**src/atariVideo_defs.svh**
```systemverilog
/*
 * Display path sizes
 * Frame length, bus widths and the pixel clock division
 */
`ifndef ATARIVIDEO_DEFS_SVH
`define ATARIVIDEO_DEFS_SVH

// Words in one frame, cut down for simulation
`define FRAME_WORDS 256
`define FB_ADDR_BITS 8

`define PIXEL_BITS 32     // One display buffer word
`define AXI_ADDR_BITS 16  // Byte address on the write port

// USER_CLK cycles per pixel tick
`define PIXEL_DIV 4

`endif

```
**src/atariVideoPkg.sv**
```systemverilog
/*
 * Display path types
 * Buffer words, AXI4-Lite write channel bundles and the video stream
 */
`default_nettype none
`include "atariVideo_defs.svh"

package atariVideoPkg;

    typedef logic [`PIXEL_BITS-1:0] pixelWord_t;
    typedef logic [`FB_ADDR_BITS-1:0] fbAddr_t;

    // Only the two codes the writer can return
    typedef enum logic [1:0] {
        OKAY   = 2'd0,
        SLVERR = 2'd2
    } axiResp_t;

    // Master side of the write channels
    typedef struct packed {
        logic                      awValid;
        logic [`AXI_ADDR_BITS-1:0] awAddr;
        logic                      wValid;
        pixelWord_t                wData;
        logic                      bReady;
    } axiWrReq_t;

    typedef struct packed {
        logic     awReady;
        logic     wReady;
        logic     bValid;
        axiResp_t bResp;
    } axiWrRsp_t;

    typedef struct packed {
        fbAddr_t    addr;
        pixelWord_t data;
    } fbWrite_t;

    typedef struct packed {
        logic       pixelValid;
        logic       frameStart;  // With the word from address 0
        pixelWord_t pixel;
    } videoOut_t;

endpackage

`default_nettype wire

```
**src/scanoutReader.sv**
```systemverilog
/*
 * Scanout reader
 * Divides USER_CLK down to a pixel tick, walks the frame in a wrapping
 * order and tags each returned word for the video stream
 */
`default_nettype none
`include "atariVideo_defs.svh"

module scanoutReader (
    input  logic                      USER_CLK,
    input  logic                      nRES_L,
    output logic                      rdEn,
    output atariVideoPkg::fbAddr_t    rdAddr,
    input  atariVideoPkg::pixelWord_t rdData,
    output atariVideoPkg::videoOut_t  video
);

    localparam int DivBits = $clog2(`PIXEL_DIV);

    logic [DivBits-1:0]     divCnt;
    logic                   tick;
    atariVideoPkg::fbAddr_t scanAddr;
    logic                   pixelValidQ;
    logic                   frameStartQ;

    assign tick = (divCnt == DivBits'(`PIXEL_DIV - 1));

    // Pixel clock divider
    always_ff @(posedge USER_CLK or posedge nRES_L) begin
        if (nRES_L) begin
            divCnt <= '0;
        end else if (tick) begin
            divCnt <= '0;
        end else begin
            divCnt <= divCnt + 1'b1;
        end
    end

    // Read address, wraps at the frame end
    always_ff @(posedge USER_CLK or posedge nRES_L) begin
        if (nRES_L) begin
            scanAddr <= '0;
        end else if (tick) begin
            if (scanAddr == atariVideoPkg::fbAddr_t'(`FRAME_WORDS - 1)) begin
                scanAddr <= '0;
            end else begin
                scanAddr <= scanAddr + 1'b1;
            end
        end
    end

    // Flags line up with the buffer's read latency
    always_ff @(posedge USER_CLK or posedge nRES_L) begin
        if (nRES_L) begin
            pixelValidQ <= 1'b0;
            frameStartQ <= 1'b0;
        end else begin
            pixelValidQ <= tick;
            frameStartQ <= tick && (scanAddr == '0);
        end
    end

    assign rdEn   = tick;
    assign rdAddr = scanAddr;

    assign video.pixelValid = pixelValidQ;
    assign video.frameStart = frameStartQ;
    assign video.pixel      = rdData;  // Held by the buffer between reads

endmodule

`default_nettype wire

```
**config.mk**
```make
export PLATFORM = sky130hd
export DESIGN_NAME = scanoutReader
export DESIGN_NICKNAME = d
export VERILOG_FILES = /design/src/atariVideoPkg.sv /design/src/scanoutReader.sv
export VERILOG_INCLUDE_DIRS = /design/src /design/src/src
export SDC_FILE = /design/constraint.sdc
export NUM_CORES = 1
export LEC_CHECK = 0
export ABC_AREA = 1
export BUFFER_PORTS_ARGS = -buffer_cell sky130_fd_sc_hd__buf_2
export CAP_MARGIN = 20
export CORE_MARGIN = 5
export CORE_UTILIZATION = 33
export CTS_CLUSTER_SIZE = 12
export DETAILED_ROUTE_END_ITERATION = 8
export PLACE_DENSITY = 0.73
export SLEW_MARGIN = 20
export SYNTH_ARGS = -nofsm -noshare
export SYNTH_HDL_FRONTEND = slang
export SYNTH_SLANG_ARGS = --single-unit
```
**constraint.sdc**
```tcl
create_clock -name USER_CLK -period 1.2 [get_ports USER_CLK]
set_clock_uncertainty 0.05 [all_clocks]
set_input_delay 0.24 -clock USER_CLK [delete_from_list [all_inputs] [get_ports USER_CLK]]
set_output_delay 0.24 -clock USER_CLK [all_outputs]
set_load 0.02 [all_outputs]
```
==> reports/qor.yml, run 1 <==
p_switching_uw: 147
max_slew_margin_pct: 70.4
dp.cells: 112
core_mm2: 0.00248
yosysWarnings: 0
worstPathCellList: "ha_4 > buf_6"
finalSetupViolCount: 6
final_nets: 137
p_per_area_mw_per_mm2: 795
htreeDepth: 1
cts-root-buf: "clkbuf_4"
clkLatencyLatePin_ns: 0.27
ys_ff_latch: 12
drive_gt1_share_pct: 49.5
ir_drop_uv: 515
cp.required_ns: 0.91
clkPwrFrac_pct: 43.7
globalRouteOverflowTotal: 0
routabilityCongestion: 0.815
yosys-top-cells-area: "dfrtp_1 (35%), buf_4 (30%), nand2_1 (7.4%)"
grt_pass1_vias: 582
crit_arrival_ns: 0.98
cts.sinks: 12
hold_path_class: "reg -> reg"
fp.dieH_um: 61.1
wl_per_cell_um: 12.5
track_usage_pct: 9.46
first_pass_iters: 4
cts_buffers: 3
ant_nets: 0
portBuffers: 12
tritoncts: "built"
antenna_cells: 0
postSynthCellCount: 104
timing.final.ws_setup_ns: -0.0732
worst_slew_pin_slew_ns: 0.443
cp-start-kind: "flop"
hold_viol: 0
die_w_um: 61.1
synth_area_per_cell_um2: 8.28
switching_share_pct: 19.9
drtIter0Drc: 6
stdcell_count: 129
drc_errors: 0
grt_pass1_wl_mm: 2.60
layout_common_cells: "nand2_1 (15), buf_4 (12), inv_1 (11)"
grt_start_max_net_pins: 13
worst_setup_path_end_kind: "output pin"
comb_power_share_pct: 1.6
path_class: "reg -> out"
min-delay-start: "divCnt[0]$_DFF_PP0_"
dieArea_mm2: 0.00373
power.internal_uw: 592
p_seq_share_pct: 54.7
clock.fmax_mhz: 785
min_period_ns: 1.27
post-route-period-util_pct: 106
antenna_found_initial: 0
hpwl_mm: 1.09
synth_area_leader_cell: "dfrtp_1"
finalPower_uw: 738
synth_cell_types: 20
clk_path_buf_depth: 2
synth_fp_nets: 141
slowest_delay_ns: 0.41
io_pins: 77
vias_per_cell: 4.30
wl_mm: 1.61
fp-row-count: 18
yosysSeqAreaShare_pct: 34.9
slew_viol_final: 0
clkTransAtPathRegs_ns: 0.07
syn_to_final_growth_pct: 7.85
failed_checks: "negative setup slack"
num_vias: 555
p_leak_uw: 0.000483
syn_area_um2: 861
start_util_pct: 34.7
crit_fanout: 2
cpMaxStageDelayCell: "dfrtp_1"
yosysTopAreaCellShare_pct: 34.9
max-cap-violations: 0
r2r-start: "divCnt[0]$_DFF_PP0_"
rsz0062_at_grt: "yes"
setup.worst_path.start: "divCnt[0]$_DFF_PP0_"
final_common_cell: "nand2_1"
outcome: "finished with violations"
## cells in the mapped netlist
master	count
xnor2_1	1
nand3_2	1
nand2_4	1
or2_2	1
buf_6	1
nor3_1	1
xor2_1	1
nand2_1	17
dfrtp_1	12
a21oi_1	1
nand4_1	1
nand2_2	1
ha_1	3
nand3_1	4
nor2_2	2
buf_4	34
inv_1	12
o21ai_0	2
nor2_4	1
nor2_1	7
## worst max-delay path: cells and delay by family, from the launching register on
family,cells,cell delay (ns)
adders and majority gates,1,0.18
buffers and inverters,1,0.13
DFF,1,0.41
## sequential cells by signal, summed over array words and instances, names as in the netlist
signal and flops:
frameStartQ 1, rdAddr 8, pixelValidQ 1, divCnt 2
## timing repair
action	4_1_cts	5_1_grt
pin swaps	4	1
hold buffers	1	0
gates resized for setup	5	9
endpoints found under the setup margin	4	12
buffers inserted	5	7
endpoints found under the hold margin	12	0
## routing by layer
layer  track usage [%]  part of all wire (%)  vias up  wire (µm)
met4              6.81                   2.8        0         45
met1              9.83                    37      252        595
met2              15.0                    48       20        778
li1                  -                     -      269          -
met5                 0                     0        -          0
met3              4.40                    12       14        189
## path summary, 6_finish.rpt
check,end,slack (ns),cells after the start
min in group asynchronous,frameStartQ$_DFF_PP0_,0.46,3
max in group asynchronous,rdAddr[1]$_DFFE_PP0P_,0.31,3
setup / recovery,rdEn,-0.07,2
hold / removal,divCnt[0]$_DFF_PP0_,0.42,1
hold reg to reg,divCnt[0]$_DFF_PP0_,0.42,1
setup reg to reg,rdAddr[5]$_DFFE_PP0P_,-0.03,7
## power groups by stage
stage / clock network [µW] / registers [µW] / logic (µW)
after floorplan: 0 / 412 / 162
after global placement: 0 / 412 / 9.65
after detailed placement: 0 / 412 / 10.3
after CTS: 331 / 404 / 12.5
after global routing: 351 / 404 / 14.3
final: 323 / 404 / 11.6
## layout make-up
type | instances | area [µm²]
Sequential cell | 12 | 307
Inverter | 12 | 45.0
Clock buffer | 4 | 36.3
Tap cell | 30 | 37.5
Fill cell | 265 | 1550
Multi-Input combinational cell | 45 | 304
Timing Repair Buffer | 26 | 199
## logic make-up after synthesis
group / share of synthesized area, %
adder cells (fa/ha/maj): 4.36
AO/OA/AOI/OAI: 1.74
buffers and inverters: 36.2
flip-flops: 34.9
XOR/XNOR: 2.04
AND/OR/NAND/NOR: 20.8
## through the flow
stage	instance area (µm²)	hold slack, ns	setup WS [ns]	util (%)	setup TNS, ns
after floorplan	903	0.0546	-0.0252	-	-0.105
after global placement	742	0.213	0.0487	29.9	0
after detailed placement	742	0.231	0.00514	29.9	0
after CTS	848	0.430	-0.0881	34.2	-0.141
after global routing	928	0.426	-0.101	37.5	-0.526
final	928	0.418	-0.0732	37.5	-0.151
Power figures use the tool's default switching activity.
==> run 2: changes to the inputs <==
--- a/config.mk
+++ b/config.mk
@@ -8,3 +8,3 @@
 export LEC_CHECK = 0
-export ABC_AREA = 1
+export ABC_AREA = 0
 export BUFFER_PORTS_ARGS = -buffer_cell sky130_fd_sc_hd__buf_2
@@ -15,3 +15,3 @@
 export DETAILED_ROUTE_END_ITERATION = 8
-export PLACE_DENSITY = 0.73
+export PLACE_DENSITY = 0.74
 export SLEW_MARGIN = 20
==> constraint.sdc (replaced) <==
create_clock -name USER_CLK -period 1 [get_ports USER_CLK]
set_clock_uncertainty 0.05 [all_clocks]
set_input_delay 0.15 -clock USER_CLK [delete_from_list [all_inputs] [get_ports USER_CLK]]
set_output_delay 0.15 -clock USER_CLK [all_outputs]
set_load 0.02 [all_outputs]
==> run 2 against run 1 <==
  * The flow still finishes with violations (negative setup slack)
  * Power rose by 12%
  * Final area rose by 20%
  * Synthesized cell count fell by 15%
  * Worst setup slack got worse by 0.25 ns
  * Cell count fell by 5.4%
  * Synthesized area fell by 2.8%
  * Core utilization rose by 7.8 points
  * Clock power barely moved
  * Critical path depth rose by 2
  * Critical endpoint is now rdAddr[7]$_DFFE_PP0P_
  * Largest cell class is now buffers
==> reports/qor.yml, run 2 <==
outcome: "finished with violations"  # unchanged
failed_checks: "negative setup slack"  # unchanged
post-route-period-util_pct: 132
wl_per_cell_um: 16.0  # was 12.5 µm
fin_util_pct: 45.3  # was 37.5%
drive_gt1_share_pct: 66.3  # was 49.5%
met2_usage_pct: 20.5  # was 15.0%
drc_errors: 0  # unchanged
htreeDepth: 1  # unchanged
yosysWarnings: 0  # unchanged
cts.sinks: 12  # unchanged
p_leak_uw: 0.000527  # was 0.000483 µW
postSynthCellCount: 88  # was 104
routabilityCongestion: 0.822  # was 0.815
layout_common_cells: "buf_6 (23), buf_4 (10), dfrtp_1 (6), dfrtp_2 (6), nand2_1 (5)"  # was nand2_1 (15), buf_4 (12), inv_1 (11)
max_slew_margin_pct: 68.1  # was 70.4%
synth.most_common_cell: "buf_4"  # unchanged
wl_mm: 1.95  # was 1.61 mm
num_vias: 621  # was 555
yosysSeqAreaShare_pct: 35.9  # was 34.9%
tritoncts: "built"  # unchanged
min_period_ns: 1.32
crit_arrival_ns: 1.44  # was 0.98 ns
ir_drop_uv: 365  # was 515 µV
die_w_um: 60.4  # was 61.1 µm
antenna_found_initial: 0  # unchanged
synth_edf_count: 0  # unchanged
fp.dieH_um: 60.4  # was 61.1 µm
syn_area_um2: 837  # was 861 µm²
hpwl_mm: 1.28  # was 1.09 mm
synth_area_leader_cell: "dfrtp_1"  # unchanged
cp-start-kind: "flop"  # unchanged
core_mm2: 0.00245  # was 0.00248 mm²
final_nets: 130  # was 137
cts_buffers: 3  # unchanged
yosysTopAreaCellShare_pct: 35.9  # was 34.9%
rsz0062_at_grt: "yes"  # unchanged
hold_viol: 0  # unchanged
clkTransAtPathRegs_ns: 0.08  # was 0.07 ns
grt_pass1_vias: 697  # was 582
final.setup.tns_ns: -3.64  # was -0.151 ns
timing.final.ws_setup_ns: -0.323  # was -0.0732 ns
synth_ff_type: "dfrtp_1"  # unchanged
dp.cells: 107  # was 112
clock.fmax_mhz: 756
worst_setup_path_end_kind: "flop"  # was output pin
async_flop_share_pct: 100  # unchanged
slew_viol_final: 0  # unchanged
clkLatencyLatePin_ns: 0.28  # was 0.27 ns
first_pass_iters: 4  # unchanged
clk_path_buf_depth: 2  # unchanged
start_util_pct: 34.1  # was 34.7%
yosys-top-cells-area: "dfrtp_1 (36%), buf_4 (31%), ha_1 (4.5%)"  # was dfrtp_1 (35%), buf_4 (30%), nand2_1 (7.4%)
crit_fanout: 5  # was 2
grt_start_max_net_pins: 13  # unchanged
dpl_worst_slack_ns: -0.292  # was 0.00514 ns
synth_area_per_cell_um2: 9.51  # was 8.28 µm²
syn_to_final_growth_pct: 32.7  # was 7.85%
grt_util_met3_pct: 2.55  # was 4.40%
grt_pass1_wl_mm: 3.14  # was 2.60 mm
io_pins: 77  # unchanged
hold_slack_ns: 0.250  # was 0.418 ns
drtIter0Drc: 9  # was 6
cp.required_ns: 1.12  # was 0.91 ns
finalSetupViolCount: 20  # was 6
max-cap-violations: 0  # unchanged
stdcell_count: 122  # was 129
ys_ff_latch: 12  # unchanged
portBuffers: 12  # unchanged
path_class: "reg -> reg"  # was reg -> out
vias_per_cell: 5.09  # was 4.30
synth_fp_nets: 125  # was 141
synth_cell_types: 25  # was 20
antenna_cells: 0  # unchanged
grt.busiest_layer: "met2"  # unchanged
p_per_area_mw_per_mm2: 743  # was 795 mW/mm²
final_common_cell: "buf_6"  # was nand2_1
cts-root-buf: "clkbuf_4"  # unchanged
synth_commonest_cells: "buf_4 (35), dfrtp_1 (12), nand2_1 (8)"  # was buf_4 (34), nand2_1 (17), dfrtp_1 (12), inv_1 (12), nor2_1 (7)
globalRouteOverflowTotal: 0  # unchanged
fp-row-count: 18  # unchanged
use_met1_pct: 10.7  # was 9.83%
track_usage_pct: 11.8  # was 9.46%
ant_nets: 0  # unchanged
dieArea_mm2: 0.00364  # was 0.00373 mm²
largest_register_ff_count: 8  # unchanged
hold_path_class: "in -> out"  # was reg -> reg
worst_slew_pin_slew_ns: 0.478  # was 0.443 ns
-- run 2: cell types whose count changed after synthesis, sizes merged, moves of 2 or more --
cell	delta
inv	-9
xnor2	+2
nor2	-7
nand2	-11
-- run 2: logic make-up (layout without fill, tap and decap cells) --
family,count (synthesis),in the layout,synth area share (%)
compound gates,5,5,4.48
xor+xnor,4,4,4.19
fa+ha+maj,3,3,4.48
buf+inv,40,44,34.7
flops,12,12,35.9
mux,1,1,1.20
simple gates,23,23,15.1
-- run 2: power breakdown --
group	switching [µW]	internal, µW	total, µW
Combinational	10.9	4.19	15.1
Clock	171	155	326
Sequential	0	485	485
Total	182	643	826
-- run 2: path summary, 6_finish.rpt --
kind	endpoint	startpoint	slack (ns)	depth (start not counted)
worst max-delay path	rdAddr[7]$_DFFE_PP0P_	divCnt[0]$_DFF_PP0_	-0.32	4
worst min-delay path	video[10]	rdData[10]	0.25	0
worst max register to register	rdAddr[7]$_DFFE_PP0P_	divCnt[0]$_DFF_PP0_	-0.32	4
worst min register to register	divCnt[0]$_DFF_PP0_	divCnt[0]$_DFF_PP0_	0.43	1
max in group asynchronous	rdAddr[1]$_DFFE_PP0P_	nRES_L	0.15	3
min in group asynchronous	rdAddr[3]$_DFFE_PP0P_	nRES_L	0.39	3
-- run 2: metrics by stage --
step                cell area (µm²)  total power (µW)
finish                         1110               826
global route                   1110               870
CTS                            1030               831
detailed placement              790               507
global placement                790               506
floorplan                       870               689
-- run 2: final cells by class --
class	instances	area [µm²]
well taps	30	37.5
flip-flops and latches	12	308
fillers	217	1340
inverters	3	11.3
multi-input cells	36	339
repair buffers	37	389
clock buffers	4	26.3
-- run 2: what timing repair did --
| item | in CTS | in global routing |
|---|---|---|
| setup buffers | 8 | 2 |
| endpoints found under the hold margin | 12 | 0 |
| pin swaps | 4 | 5 |
| hold buffers | 1 | 0 |
| gates resized for setup | 33 | 18 |
| setup endpoints to repair | 18 | 22 |
-- run 2: critical path, stage by stage, from the launching register on --
cell	delay, ns
dfrtp_1	0.40
ha_4	0.18
and4_4	0.24
nand2_2	0.05
a311o_1	0.30
-- run 2: layer usage --
layer / vias to the layer above / share of wire (%)
met5: - / 0
met3: 22 / 9.9
met4: 0 / 5.6
met2: 41 / 51
met1: 294 / 34
li1: 264 / -
