===== src/atariVideo_defs.svh =====
/*
 * Display path sizes
 * Frame length, bus widths and the pixel clock division
 */
`ifndef ATARIVIDEO_DEFS_SVH
`define ATARIVIDEO_DEFS_SVH

// Words in one frame, cut down for simulation
`define FRAME_WORDS 256
`define FB_ADDR_BITS 8

`define PIXEL_BITS 32     // One display buffer word
`define AXI_ADDR_BITS 16  // Byte address on the write port

// USER_CLK cycles per pixel tick
`define PIXEL_DIV 4

`endif


===== src/atariVideoPkg.sv =====
/*
 * Display path types
 * Buffer words, AXI4-Lite write channel bundles and the video stream
 */
`default_nettype none
`include "atariVideo_defs.svh"

package atariVideoPkg;

    typedef logic [`PIXEL_BITS-1:0] pixelWord_t;
    typedef logic [`FB_ADDR_BITS-1:0] fbAddr_t;

    // Only the two codes the writer can return
    typedef enum logic [1:0] {
        OKAY   = 2'd0,
        SLVERR = 2'd2
    } axiResp_t;

    // Master side of the write channels
    typedef struct packed {
        logic                      awValid;
        logic [`AXI_ADDR_BITS-1:0] awAddr;
        logic                      wValid;
        pixelWord_t                wData;
        logic                      bReady;
    } axiWrReq_t;

    typedef struct packed {
        logic     awReady;
        logic     wReady;
        logic     bValid;
        axiResp_t bResp;
    } axiWrRsp_t;

    typedef struct packed {
        fbAddr_t    addr;
        pixelWord_t data;
    } fbWrite_t;

    typedef struct packed {
        logic       pixelValid;
        logic       frameStart;  // With the word from address 0
        pixelWord_t pixel;
    } videoOut_t;

endpackage

`default_nettype wire


===== src/displayWriter.sv =====
/*
 * Display buffer writer
 * Write-only AXI4-Lite slave, turns full-word writes into buffer writes
 * and answers SLVERR for misaligned or out-of-frame addresses
 */
`default_nettype none
`include "atariVideo_defs.svh"

module displayWriter (
    input  logic                     USER_CLK,
    input  logic                     nRES_L,
    input  atariVideoPkg::axiWrReq_t axiReq,
    output atariVideoPkg::axiWrRsp_t axiRsp,
    output logic                     fbWrEn,
    output atariVideoPkg::fbWrite_t  fbWr
);

    // First byte address past the frame
    localparam logic [`AXI_ADDR_BITS-1:0] AddrLimit = `AXI_ADDR_BITS'(4 * `FRAME_WORDS);

    logic                      awFull;
    logic                      wFull;
    logic [`AXI_ADDR_BITS-1:0] awAddrQ;
    atariVideoPkg::pixelWord_t wDataQ;
    logic                      bValid;
    atariVideoPkg::axiResp_t   bResp;

    logic awReady;
    logic wReady;
    logic awFire;
    logic wFire;
    logic resolve;
    logic addrOk;

    // Readies stay low while a response is pending
    assign awReady = !awFull && !bValid;
    assign wReady  = !wFull && !bValid;

    assign awFire  = axiReq.awValid && awReady;
    assign wFire   = axiReq.wValid && wReady;
    assign resolve = awFull && wFull;  // Both halves of a write are held

    // Word aligned and inside the frame
    assign addrOk = (awAddrQ[1:0] == 2'b00) && (awAddrQ < AddrLimit);

    always_ff @(posedge USER_CLK or posedge nRES_L) begin
        if (nRES_L) begin
            awFull <= 1'b0;
            wFull  <= 1'b0;
            bValid <= 1'b0;
            bResp  <= atariVideoPkg::OKAY;
            fbWrEn <= 1'b0;
        end else begin
            fbWrEn <= resolve && addrOk;
            if (resolve) begin
                awFull <= 1'b0;
                wFull  <= 1'b0;
                bValid <= 1'b1;
                if (addrOk) begin
                    bResp <= atariVideoPkg::OKAY;
                end else begin
                    bResp <= atariVideoPkg::SLVERR;
                end
            end else begin
                if (awFire) begin
                    awFull <= 1'b1;
                end
                if (wFire) begin
                    wFull <= 1'b1;
                end
                if (bValid && axiReq.bReady) begin
                    bValid <= 1'b0;  // Response taken
                end
            end
        end
    end

    // Held address and data, then the buffer write itself
    always_ff @(posedge USER_CLK) begin
        if (awFire) begin
            awAddrQ <= axiReq.awAddr;
        end
        if (wFire) begin
            wDataQ <= axiReq.wData;
        end
        if (resolve) begin
            fbWr.addr <= awAddrQ[`FB_ADDR_BITS+1:2];  // Byte to word address
            fbWr.data <= wDataQ;
        end
    end

    assign axiRsp.awReady = awReady;
    assign axiRsp.wReady  = wReady;
    assign axiRsp.bValid  = bValid;
    assign axiRsp.bResp   = bResp;

endmodule

`default_nettype wire


===== config.mk =====
export PLATFORM = sky130hd
export DESIGN_NAME = displayWriter
export DESIGN_NICKNAME = d
export VERILOG_FILES = /design/src/atariVideoPkg.sv /design/src/displayWriter.sv
export VERILOG_INCLUDE_DIRS = /design/src /design/src/src
export SDC_FILE = /design/constraint.sdc
export NUM_CORES = 1
export LEC_CHECK = 0
export BUFFER_PORTS_ARGS = -buffer_cell sky130_fd_sc_hd__buf_2
export CELL_PAD_IN_SITES_DETAIL_PLACEMENT = 0
export CELL_PAD_IN_SITES_GLOBAL_PLACEMENT = 2
export CORE_MARGIN = 2
export CORE_UTILIZATION = 32
export CTS_CLUSTER_DIAMETER = 40
export CTS_CLUSTER_SIZE = 14
export DETAILED_ROUTE_END_ITERATION = 8
export PLACE_DENSITY_LB_ADDON = 0.1
export RECOVER_POWER = 50
export REMOVE_ABC_BUFFERS = 1
export SYNTH_ARGS = -nofsm -noshare
export SYNTH_HDL_FRONTEND = slang
export SYNTH_SLANG_ARGS = --single-unit

===== constraint.sdc =====
create_clock -name USER_CLK -period 2.05 [get_ports USER_CLK]
set_input_delay 0.205 -clock USER_CLK [delete_from_list [all_inputs] [get_ports USER_CLK]]
set_output_delay 0.205 -clock USER_CLK [all_outputs]
set_load 0.05 [all_outputs]

==> report_table.html, run 1 <==
<table>
<tr><th>Metric</th><th>Value</th></tr>
<tr><th colspan="2">Worst setup path</th></tr>
<tr><td>Slowest Stage Delay on Critical Path</td><td>500 ps</td></tr>
<tr><td>Startpoint Class</td><td>flop</td></tr>
<tr><td>Critical path required time</td><td>2030 ps</td></tr>
<tr><td>Worst reg2reg setup slack</td><td>510 ps</td></tr>
<tr><td>Maximum fanout count along the critical path</td><td>11</td></tr>
<tr><td>Highest-delay cell along the critical path</td><td>sky130_fd_sc_hd__clkbuf_1</td></tr>
<tr><td>Crit path capture type</td><td>flop</td></tr>
<tr><td>Depth of the most critical reg-to-reg path</td><td>2</td></tr>
<tr><td>Critical register-to-register path endpoint</td><td>wDataQ[3]$_DFFE_PP_</td></tr>
<tr><td>Worst R2R Start</td><td>wFull$_DFFE_PP0P_</td></tr>
<tr><td>Chain of cells forming the critical path</td><td>nor3b_4, clkbuf_1</td></tr>
<tr><td>CP arrival</td><td>1520 ps</td></tr>
<tr><td>CP Class</td><td>reg2reg</td></tr>
<tr><th colspan="2">Finish</th></tr>
<tr><td>Combined flip-flop and latch cell area</td><td>2768 sq um</td></tr>
<tr><td>P&amp;R area growth vs syn</td><td>28.45%</td></tr>
<tr><td>Area of the multi-input gates</td><td>113.9 sq um</td></tr>
<tr><td>Net count reported at finish</td><td>280</td></tr>
<tr><td>Most frequent standard cell in the layout excluding fill and tap cells</td><td>sky130_fd_sc_hd__edfxtp_1</td></tr>
<tr><td>Final-layout fill cell count</td><td>806</td></tr>
<tr><td>Most used cells in the layout excluding fill and tap cells</td><td>88 x sky130_fd_sc_hd__edfxtp_1, 76 x sky130_fd_sc_hd__buf_2, 22 x sky130_fd_sc_hd__clkbuf_1</td></tr>
<tr><td>Fraction of layout instances using a drive strength above 1</td><td>43.10%</td></tr>
<tr><td>End-of-flow core utilization</td><td>42.60%</td></tr>
<tr><td>Number of antenna repair diodes</td><td>0</td></tr>
<tr><td>Area of all placed cells without fillers</td><td>3751 sq um</td></tr>
<tr><th colspan="2">Clock tree</th></tr>
<tr><td>Buffer type at the clock tree root</td><td>sky130_fd_sc_hd__clkbuf_8</td></tr>
<tr><td>Number of buffers on the longest clock path</td><td>2</td></tr>
<tr><td>Number of sinks driven by the clock tree</td><td>93</td></tr>
<tr><td>H-tree Lvls</td><td>3</td></tr>
<tr><td>CTS-repair resized insts</td><td>0</td></tr>
<tr><td>Clock network latency to the later pin of the worst-skew pair</td><td>350 ps</td></tr>
<tr><td>Clock-pin slew on the worst setup and hold paths</td><td>90 ps</td></tr>
<tr><td>Total clock buffers created by CTS</td><td>9</td></tr>
<tr><td>Clock tree from TritonCTS</td><td>yes</td></tr>
<tr><th colspan="2">Timing</th></tr>
<tr><td>Worst-margin pin slew</td><td>620.6 ps</td></tr>
<tr><td>Final count of hold timing violations</td><td>0</td></tr>
<tr><td>Final-report setup violation count</td><td>0</td></tr>
<tr><td>Skew final</td><td>8.853 ps</td></tr>
<tr><td>Min cycle time layout</td><td>1539 ps</td></tr>
<tr><td>RSZ-0062 raised after global routing</td><td>false</td></tr>
<tr><td>Final-report max-slew violation count</td><td>0</td></tr>
<tr><td>Fmax</td><td>0.6497 GHz</td></tr>
<tr><td>Final critical-path share of the clock period</td><td>75.08%</td></tr>
<tr><td>Worst rel slew slack</td><td>58.80%</td></tr>
<tr><th colspan="2">Global route</th></tr>
<tr><td>Grt ovf</td><td>0</td></tr>
<tr><td>Wire length of the first global-routing pass</td><td>7941 um</td></tr>
<tr><td>Initial antenna violation count</td><td>0</td></tr>
<tr><td>Vias in the first global route</td><td>1519</td></tr>
<tr><td>Maximum number of pins on one net before global-route repair</td><td>24</td></tr>
<tr><td>Overall routing resource usage</td><td>10.89%</td></tr>
<tr><th colspan="2">Pwr</th></tr>
<tr><td>Leak</td><td>1.399 nW</td></tr>
<tr><td>Share of total power consumed by net switching</td><td>35.81%</td></tr>
<tr><td>Switching power total</td><td>1.931 mW</td></tr>
<tr><td>Total power</td><td>5.393 mW</td></tr>
<tr><td>Logic pwr share</td><td>26.0%</td></tr>
<tr><td>Sequential fraction of design power</td><td>51.9%</td></tr>
<tr><td>Int Pwr</td><td>3.461 mW</td></tr>
<tr><td>IR Drop Worst-Case VDD</td><td>0.0003736 V</td></tr>
<tr><td>Power density over the cells</td><td>1438 nW/um^2</td></tr>
<tr><td>Share of power burned in the clock network</td><td>22.0%</td></tr>
<tr><th colspan="2">Floorplan</th></tr>
<tr><td>Core outline area</td><td>8806 sq um</td></tr>
<tr><td>Die Ht</td><td>99.53 um</td></tr>
<tr><td>Number of primary I/O pins</td><td>99</td></tr>
<tr><td>Total number of placement rows</td><td>34</td></tr>
<tr><td>Floorplan die area</td><td>9906 sq um</td></tr>
<tr><td>Starting density of the core</td><td>33.16%</td></tr>
<tr><td>Die outline width</td><td>99.53 um</td></tr>
<tr><th colspan="2">Synthesis</th></tr>
<tr><td>Combined area of all synthesized cells</td><td>2920 sq um</td></tr>
<tr><td>Count of distinct cell types in the synthesized netlist</td><td>14</td></tr>
<tr><td>Post-Synthesis Cells</td><td>115</td></tr>
<tr><td>Fraction of post-synthesis cell area in the top cell type by area</td><td>90.49%</td></tr>
<tr><td>#FFs+latches synth</td><td>93</td></tr>
<tr><td>Top cells by area, synth</td><td>sky130_fd_sc_hd__edfxtp_1 90%, sky130_fd_sc_hd__dfrtp_1 4.3%, sky130_fd_sc_hd__buf_4 1.0%</td></tr>
<tr><td>Syn. warnings</td><td>0</td></tr>
<tr><td>Mean instance size in the synthesized netlist</td><td>25.39 sq um</td></tr>
<tr><td>Most area-hungry cell type in the Yosys netlist</td><td>sky130_fd_sc_hd__edfxtp_1</td></tr>
<tr><td>Sequential area share after synthesis</td><td>94.77%</td></tr>
<tr><th colspan="2">Hold path</th></tr>
<tr><td>Worst-case hold path end point</td><td>wDataQ[24]$_DFFE_PP_</td></tr>
<tr><td>Cell depth of the worst hold path</td><td>1</td></tr>
<tr><td>Worst hold path type</td><td>in2reg</td></tr>
<tr><td>Hold wc startpoint</td><td>axiReq[25]</td></tr>
<tr><th colspan="2">Run</th></tr>
<tr><td>Max-cap check violation count</td><td>0</td></tr>
<tr><th colspan="2">Detailed routing</th></tr>
<tr><td>Sum of routed wire length over all layers</td><td>5055 um</td></tr>
<tr><td>Drt initial violations</td><td>28</td></tr>
<tr><td>Routed length per placed instance</td><td>14.87 um</td></tr>
<tr><td>DRC errors left</td><td>0</td></tr>
<tr><td>Via density per instance</td><td>4.121</td></tr>
<tr><td>Remaining antenna violation count after routing</td><td>0</td></tr>
<tr><td>Number of detailed-route iterations in the first pass</td><td>4</td></tr>
<tr><td>Vias</td><td>1401</td></tr>
<tr><th colspan="2">Status</th></tr>
<tr><td>Status</td><td>complete, no violations</td></tr>
<tr><th colspan="2">Place</th></tr>
<tr><td>DP HPWL</td><td>3613 um</td></tr>
<tr><td>Routability congestion estimate from global placement</td><td>0.6870</td></tr>
<tr><td>Count of buffers from port buffering</td><td>97</td></tr>
<tr><td>Area after DPL</td><td>3555 sq um</td></tr>
</table>
[final cells by class]
type	instances	share of cell area, %
repair buffers	105	13.94
clock inverters	7	1.935
multi-input cells	14	3.035
flip-flops and latches	93	73.78
clock buffers	9	3.302
inverters	4	0.4003
well taps	108	3.602
[cells in the mapped netlist, drive strengths merged]
library cell,number
inv,4
nor4,2
a21oi,1
and2,1
a21o,2
and3,1
buf,4
dfrtp,5
a31oi,1
o22ai,1
nor2,2
conb,1
nor3b,2
edfxtp,88
[cells by family (layout without fill, tap and decap cells)]
group / count (synthesis) / after routing / share of synthesized area [%]
AOI/OAI and AO/OA: 5 / 5 / 1.114
buffers and inverters: 8 / 125 / 1.542
DFF: 93 / 93 / 94.77
other: 1 / 1 / 0.1284
and+or+nand+nor: 8 / 8 / 2.442
[how the worst max path moves through the flow]
| stage | start | end | slack, ps |
|---|---|---|---|
| final | wFull$_DFFE_PP0P_ | wDataQ[3]$_DFFE_PP_ | 510 |
| after floorplan | bValid$_DFFE_PP0P_ | wDataQ[0]$_DFFE_PP_ | -380 |
| after global routing | wFull$_DFFE_PP0P_ | wDataQ[27]$_DFFE_PP_ | 410 |
| after CTS | bValid$_DFFE_PP0P_ | axiRsp[3] | 580 |
| after detailed placement | wFull$_DFFE_PP0P_ | wDataQ[8]$_DFFE_PP_ | 710 |
| after global placement | wFull$_DFFE_PP0P_ | wDataQ[8]$_DFFE_PP_ | 760 |
[registers in the layout, indices dropped and copies added (netlist names)]
name     cells
fbWr        40
wFull        1
awFull       1
fbWrEn       1
bResp        1
bValid       1
wDataQ      32
awAddrQ     16
[layer usage]
layer | wire, um | vias to the layer above | part of all wire (%) | GRT usage [%]
li1 | - | 667 | - | -
met1 | 1920 | 662 | 38 | 12.06
met2 | 2659 | 64 | 53 | 18.61
met3 | 402 | 8 | 8.0 | 3.865
met4 | 72 | 0 | 1.4 | 5.374
met5 | 0 | - | 0 | 0
[power groups by stage]
stage / clock [mW] / combinational [mW] / sequential (mW)
floorplan: 0 / 0.333 / 3.52
global placement: 0 / 1.43 / 2.82
detailed placement: 0 / 1.46 / 2.85
CTS: 1.24 / 1.47 / 2.81
global route: 1.32 / 1.48 / 2.85
finish: 1.19 / 1.40 / 2.80
[stage by stage]
step / std cells / setup TNS (ps) / hold slack [ps] / worst slack, ps
finish: 340 / 0 / 27.33 / 510.9
global route: 340 / 0 / 0.02501 / 410.7
CTS: 338 / 0 / 3.536 / 575.3
detailed placement: 321 / 0 / 132.1 / 709.6
global placement: 321 / 0 / 110.7 / 757.6
floorplan: 111 / -12420 / -16.48 / -383.0
[worst max-delay path, delay by kind of cell (launching register included)]
kind          cells  cell delay (ps)
simple gates      1              220
buf+inv           1              500
flops             1              460
[repair_timing]
item	4_1_cts	5_1_grt
hold buffers	1	2
endpoints found under the hold margin	5	2
setup buffers	0	0
Power figures use the tool's default switching activity.
==> run 2, diff against run 1 <==
- clock period: 2.05 -> 1.4 ns (I/O delays scaled with it)
==> run 2 against run 1 <==
  * Largest cell class unchanged
  * Core utilization is 6.8 points higher
  * Hold slack better by 220 ps
  * Highest routed layer unchanged
  * Worst setup slack got worse by 430 ps
  * First-iteration DRC count is 25% higher
  * Clock power up 77%
==> report_table.html, run 2 (synthesized netlist as in run 1, its figures left out) <==
<table>
<tr><th>Metric</th><th>Value</th></tr>
<tr><th colspan="2">Place</th></tr>
<tr><td>Count of buffers from port buffering</td><td>97</td></tr>
<tr><td>Cell count after placement</td><td>322</td></tr>
<tr><td>Routability congestion estimate from global placement</td><td>0.6996</td></tr>
<tr><td>Worst setup timing slack at the placement stage</td><td>55.11 ps</td></tr>
<tr><td>DP HPWL</td><td>3635 um</td></tr>
<tr><th colspan="2">Global route</th></tr>
<tr><td>Initial antenna violation count</td><td>0</td></tr>
<tr><td>Met2 routing resource usage after global routing</td><td>19.49%</td></tr>
<tr><td>Wire length of the first global-routing pass</td><td>8424 um</td></tr>
<tr><td>Vias in the first global route</td><td>1716</td></tr>
<tr><td>Overall routing resource usage</td><td>11.54%</td></tr>
<tr><td>Met3 layer usage reported by global route</td><td>3.584%</td></tr>
<tr><td>Maximum number of pins on one net before global-route repair</td><td>24</td></tr>
<tr><td>Grt ovf</td><td>0</td></tr>
<tr><td>Layer carrying the most global-route usage</td><td>met2</td></tr>
<tr><td>GR Util met1</td><td>12.91%</td></tr>
<tr><th colspan="2">Timing</th></tr>
<tr><td>Final-report setup violation count</td><td>0</td></tr>
<tr><td>Final count of hold timing violations</td><td>0</td></tr>
<tr><td>Skew final</td><td>11.63 ps</td></tr>
<tr><td>Min cycle time layout</td><td>1319 ps</td></tr>
<tr><td>Final WS setup</td><td>81.03 ps</td></tr>
<tr><td>Final critical-path share of the clock period</td><td>94.21%</td></tr>
<tr><td>Final-report max-slew violation count</td><td>0</td></tr>
<tr><td>RSZ-0062 raised after global routing</td><td>false</td></tr>
<tr><td>Fmax</td><td>0.7582 GHz</td></tr>
<tr><th colspan="2">Finish</th></tr>
<tr><td>End-of-flow core utilization</td><td>49.45%</td></tr>
<tr><td>P&amp;R area growth vs syn</td><td>49.10%</td></tr>
<tr><td>Most frequent standard cell in the layout excluding fill and tap cells</td><td>sky130_fd_sc_hd__edfxtp_1</td></tr>
<tr><td>Registers with the highest flip-flop counts</td><td>fbWr x40, wDataQ x32, awAddrQ x16</td></tr>
<tr><td>Max FFs per register</td><td>40</td></tr>
<tr><td>Net count reported at finish</td><td>328</td></tr>
<tr><td>Number of antenna repair diodes</td><td>0</td></tr>
<tr><td>Most used cells in the layout excluding fill and tap cells</td><td>88 x sky130_fd_sc_hd__edfxtp_1, 70 x sky130_fd_sc_hd__buf_2, 50 x sky130_fd_sc_hd__dlygate4sd3_1</td></tr>
<tr><td>Non-filler cells, final</td><td>388</td></tr>
<tr><td>Fraction of layout instances using a drive strength above 1</td><td>41.79%</td></tr>
<tr><td>Register ranked first by flip-flop count</td><td>fbWr</td></tr>
<tr><th colspan="2">Clock tree</th></tr>
<tr><td>H-tree Lvls</td><td>3</td></tr>
<tr><td>Number of sinks driven by the clock tree</td><td>93</td></tr>
<tr><td>Clock-pin slew on the worst setup and hold paths</td><td>80 ps</td></tr>
<tr><td>Clock network latency to the later pin of the worst-skew pair</td><td>350 ps</td></tr>
<tr><td>Total clock buffers created by CTS</td><td>9</td></tr>
<tr><td>Buffer type at the clock tree root</td><td>sky130_fd_sc_hd__clkbuf_8</td></tr>
<tr><td>Clock tree from TritonCTS</td><td>yes</td></tr>
<tr><td>Number of buffers on the longest clock path</td><td>2</td></tr>
<tr><th colspan="2">Detailed routing</th></tr>
<tr><td>Remaining antenna violation count after routing</td><td>0</td></tr>
<tr><td>Number of detailed-route iterations in the first pass</td><td>3</td></tr>
<tr><td>Routed length per placed instance</td><td>13.69 um</td></tr>
<tr><td>Drt initial violations</td><td>35</td></tr>
<tr><td>Sum of routed wire length over all layers</td><td>5311 um</td></tr>
<tr><td>DRC errors left</td><td>0</td></tr>
<tr><td>Vias</td><td>1557</td></tr>
<tr><td>Via density per instance</td><td>4.013</td></tr>
<tr><th colspan="2">Run</th></tr>
<tr><td>Max-cap check violation count</td><td>0</td></tr>
<tr><th colspan="2">Pwr</th></tr>
<tr><td>Total power</td><td>8.566 mW</td></tr>
<tr><td>Leak</td><td>1.689 nW</td></tr>
<tr><td>Power density over the cells</td><td>1967 nW/um^2</td></tr>
<tr><td>IR Drop Worst-Case VDD</td><td>0.0005837 V</td></tr>
<tr><th colspan="2">Worst setup path</th></tr>
<tr><td>Startpoint Class</td><td>flop</td></tr>
<tr><td>CP Class</td><td>reg2out</td></tr>
<tr><td>Depth of the most critical reg-to-reg path</td><td>2</td></tr>
<tr><td>Maximum fanout count along the critical path</td><td>6</td></tr>
<tr><td>Crit path capture type</td><td>output port</td></tr>
<tr><td>CP arrival</td><td>1180 ps</td></tr>
<tr><td>Critical path required time</td><td>1260 ps</td></tr>
<tr><th colspan="2">Floorplan</th></tr>
<tr><td>Number of primary I/O pins</td><td>99</td></tr>
<tr><td>Die outline width</td><td>99.53 um</td></tr>
<tr><td>Floorplan die area</td><td>9906 sq um</td></tr>
<tr><td>Core outline area</td><td>8806 sq um</td></tr>
<tr><td>Die Ht</td><td>99.53 um</td></tr>
<tr><td>Total number of placement rows</td><td>34</td></tr>
<tr><td>Starting density of the core</td><td>33.16%</td></tr>
<tr><th colspan="2">Status</th></tr>
<tr><td>Status</td><td>complete, no violations</td></tr>
<tr><th colspan="2">Hold path</th></tr>
<tr><td>Worst hold path type</td><td>in2async</td></tr>
</table>
==> run 2: cell types whose count changed in the layout (fill, tap and decap cells not counted), sizes merged <==
cell,change
dlygate4sd3,+47
buf,-4
clkinvlp,-1
clkinv,-2
bufinv,+2
clkbuf,+6
==> run 2: worst max-delay path: stages (launching register included) <==
cell	delay (ps)
sky130_fd_sc_hd__dfrtp_1	470
sky130_fd_sc_hd__nor2_1	130
sky130_fd_sc_hd__clkbuf_4	240
==> run 2: path summary, 6_finish.rpt <==
path | start | to | slack [ps]
min | nRES_L | fbWrEn$_DFF_PP0_ | 240
min reg2reg | wDataQ[23]$_DFFE_PP_ | fbWr[23]$_DFFE_PP_ | 430
min in group USER_CLK | axiReq[33] | wDataQ[24]$_DFFE_PP_ | 350
max reg2reg | bValid$_DFFE_PP0P_ | awAddrQ[14]$_DFFE_PP_ | 80
max in group asynchronous | nRES_L | bValid$_DFFE_PP0P_ | 990
max | wFull$_DFFE_PP0P_ | axiRsp[3] | 80
==> run 2: repair_timing <==
action / 4_1_cts / 5_1_grt
buffers inserted: 0 / 0
hold buffers: 50 / 0
endpoints found under the setup margin: 0 / 8
resized for setup: 0 / 3
hold endpoints to repair: 54 / 0
==> run 2: cell type report <==
class / count / area [sq um]
fill: 752 / 4452
sequential: 93 / 2768
timing repair buffer: 153 / 1084
tap: 108 / 135.1
clock buffer: 10 / 127.6
clock inverter: 6 / 116.4
multi-input combinational: 14 / 108.9
inverter: 4 / 15.01
==> run 2: report_power, final <==
group	internal [mW]	total (mW)	switching, mW
combinational	0.621	2.37	1.75
sequential	3.87	4.09	0.220
clock	1.20	2.11	0.905
total	5.70	8.57	2.87
==> run 2: metrics by stage <==
stage	setup TNS (ps)	cell area, sq um	hold slack, ps
CTS	0	4357	210.8
global placement	0	3612	44.14
finish	0	4354	244.2
detailed placement	0	3612	50.85
global route	0	4354	255.2
floorplan	-40730	2890	-81.48
==> run 2: layer usage <==
layer	vias to the layer above	routed length (um)
met5	-	0
met4	0	104
met3	10	327
met2	57	2776
met1	724	2102
li1	766	-
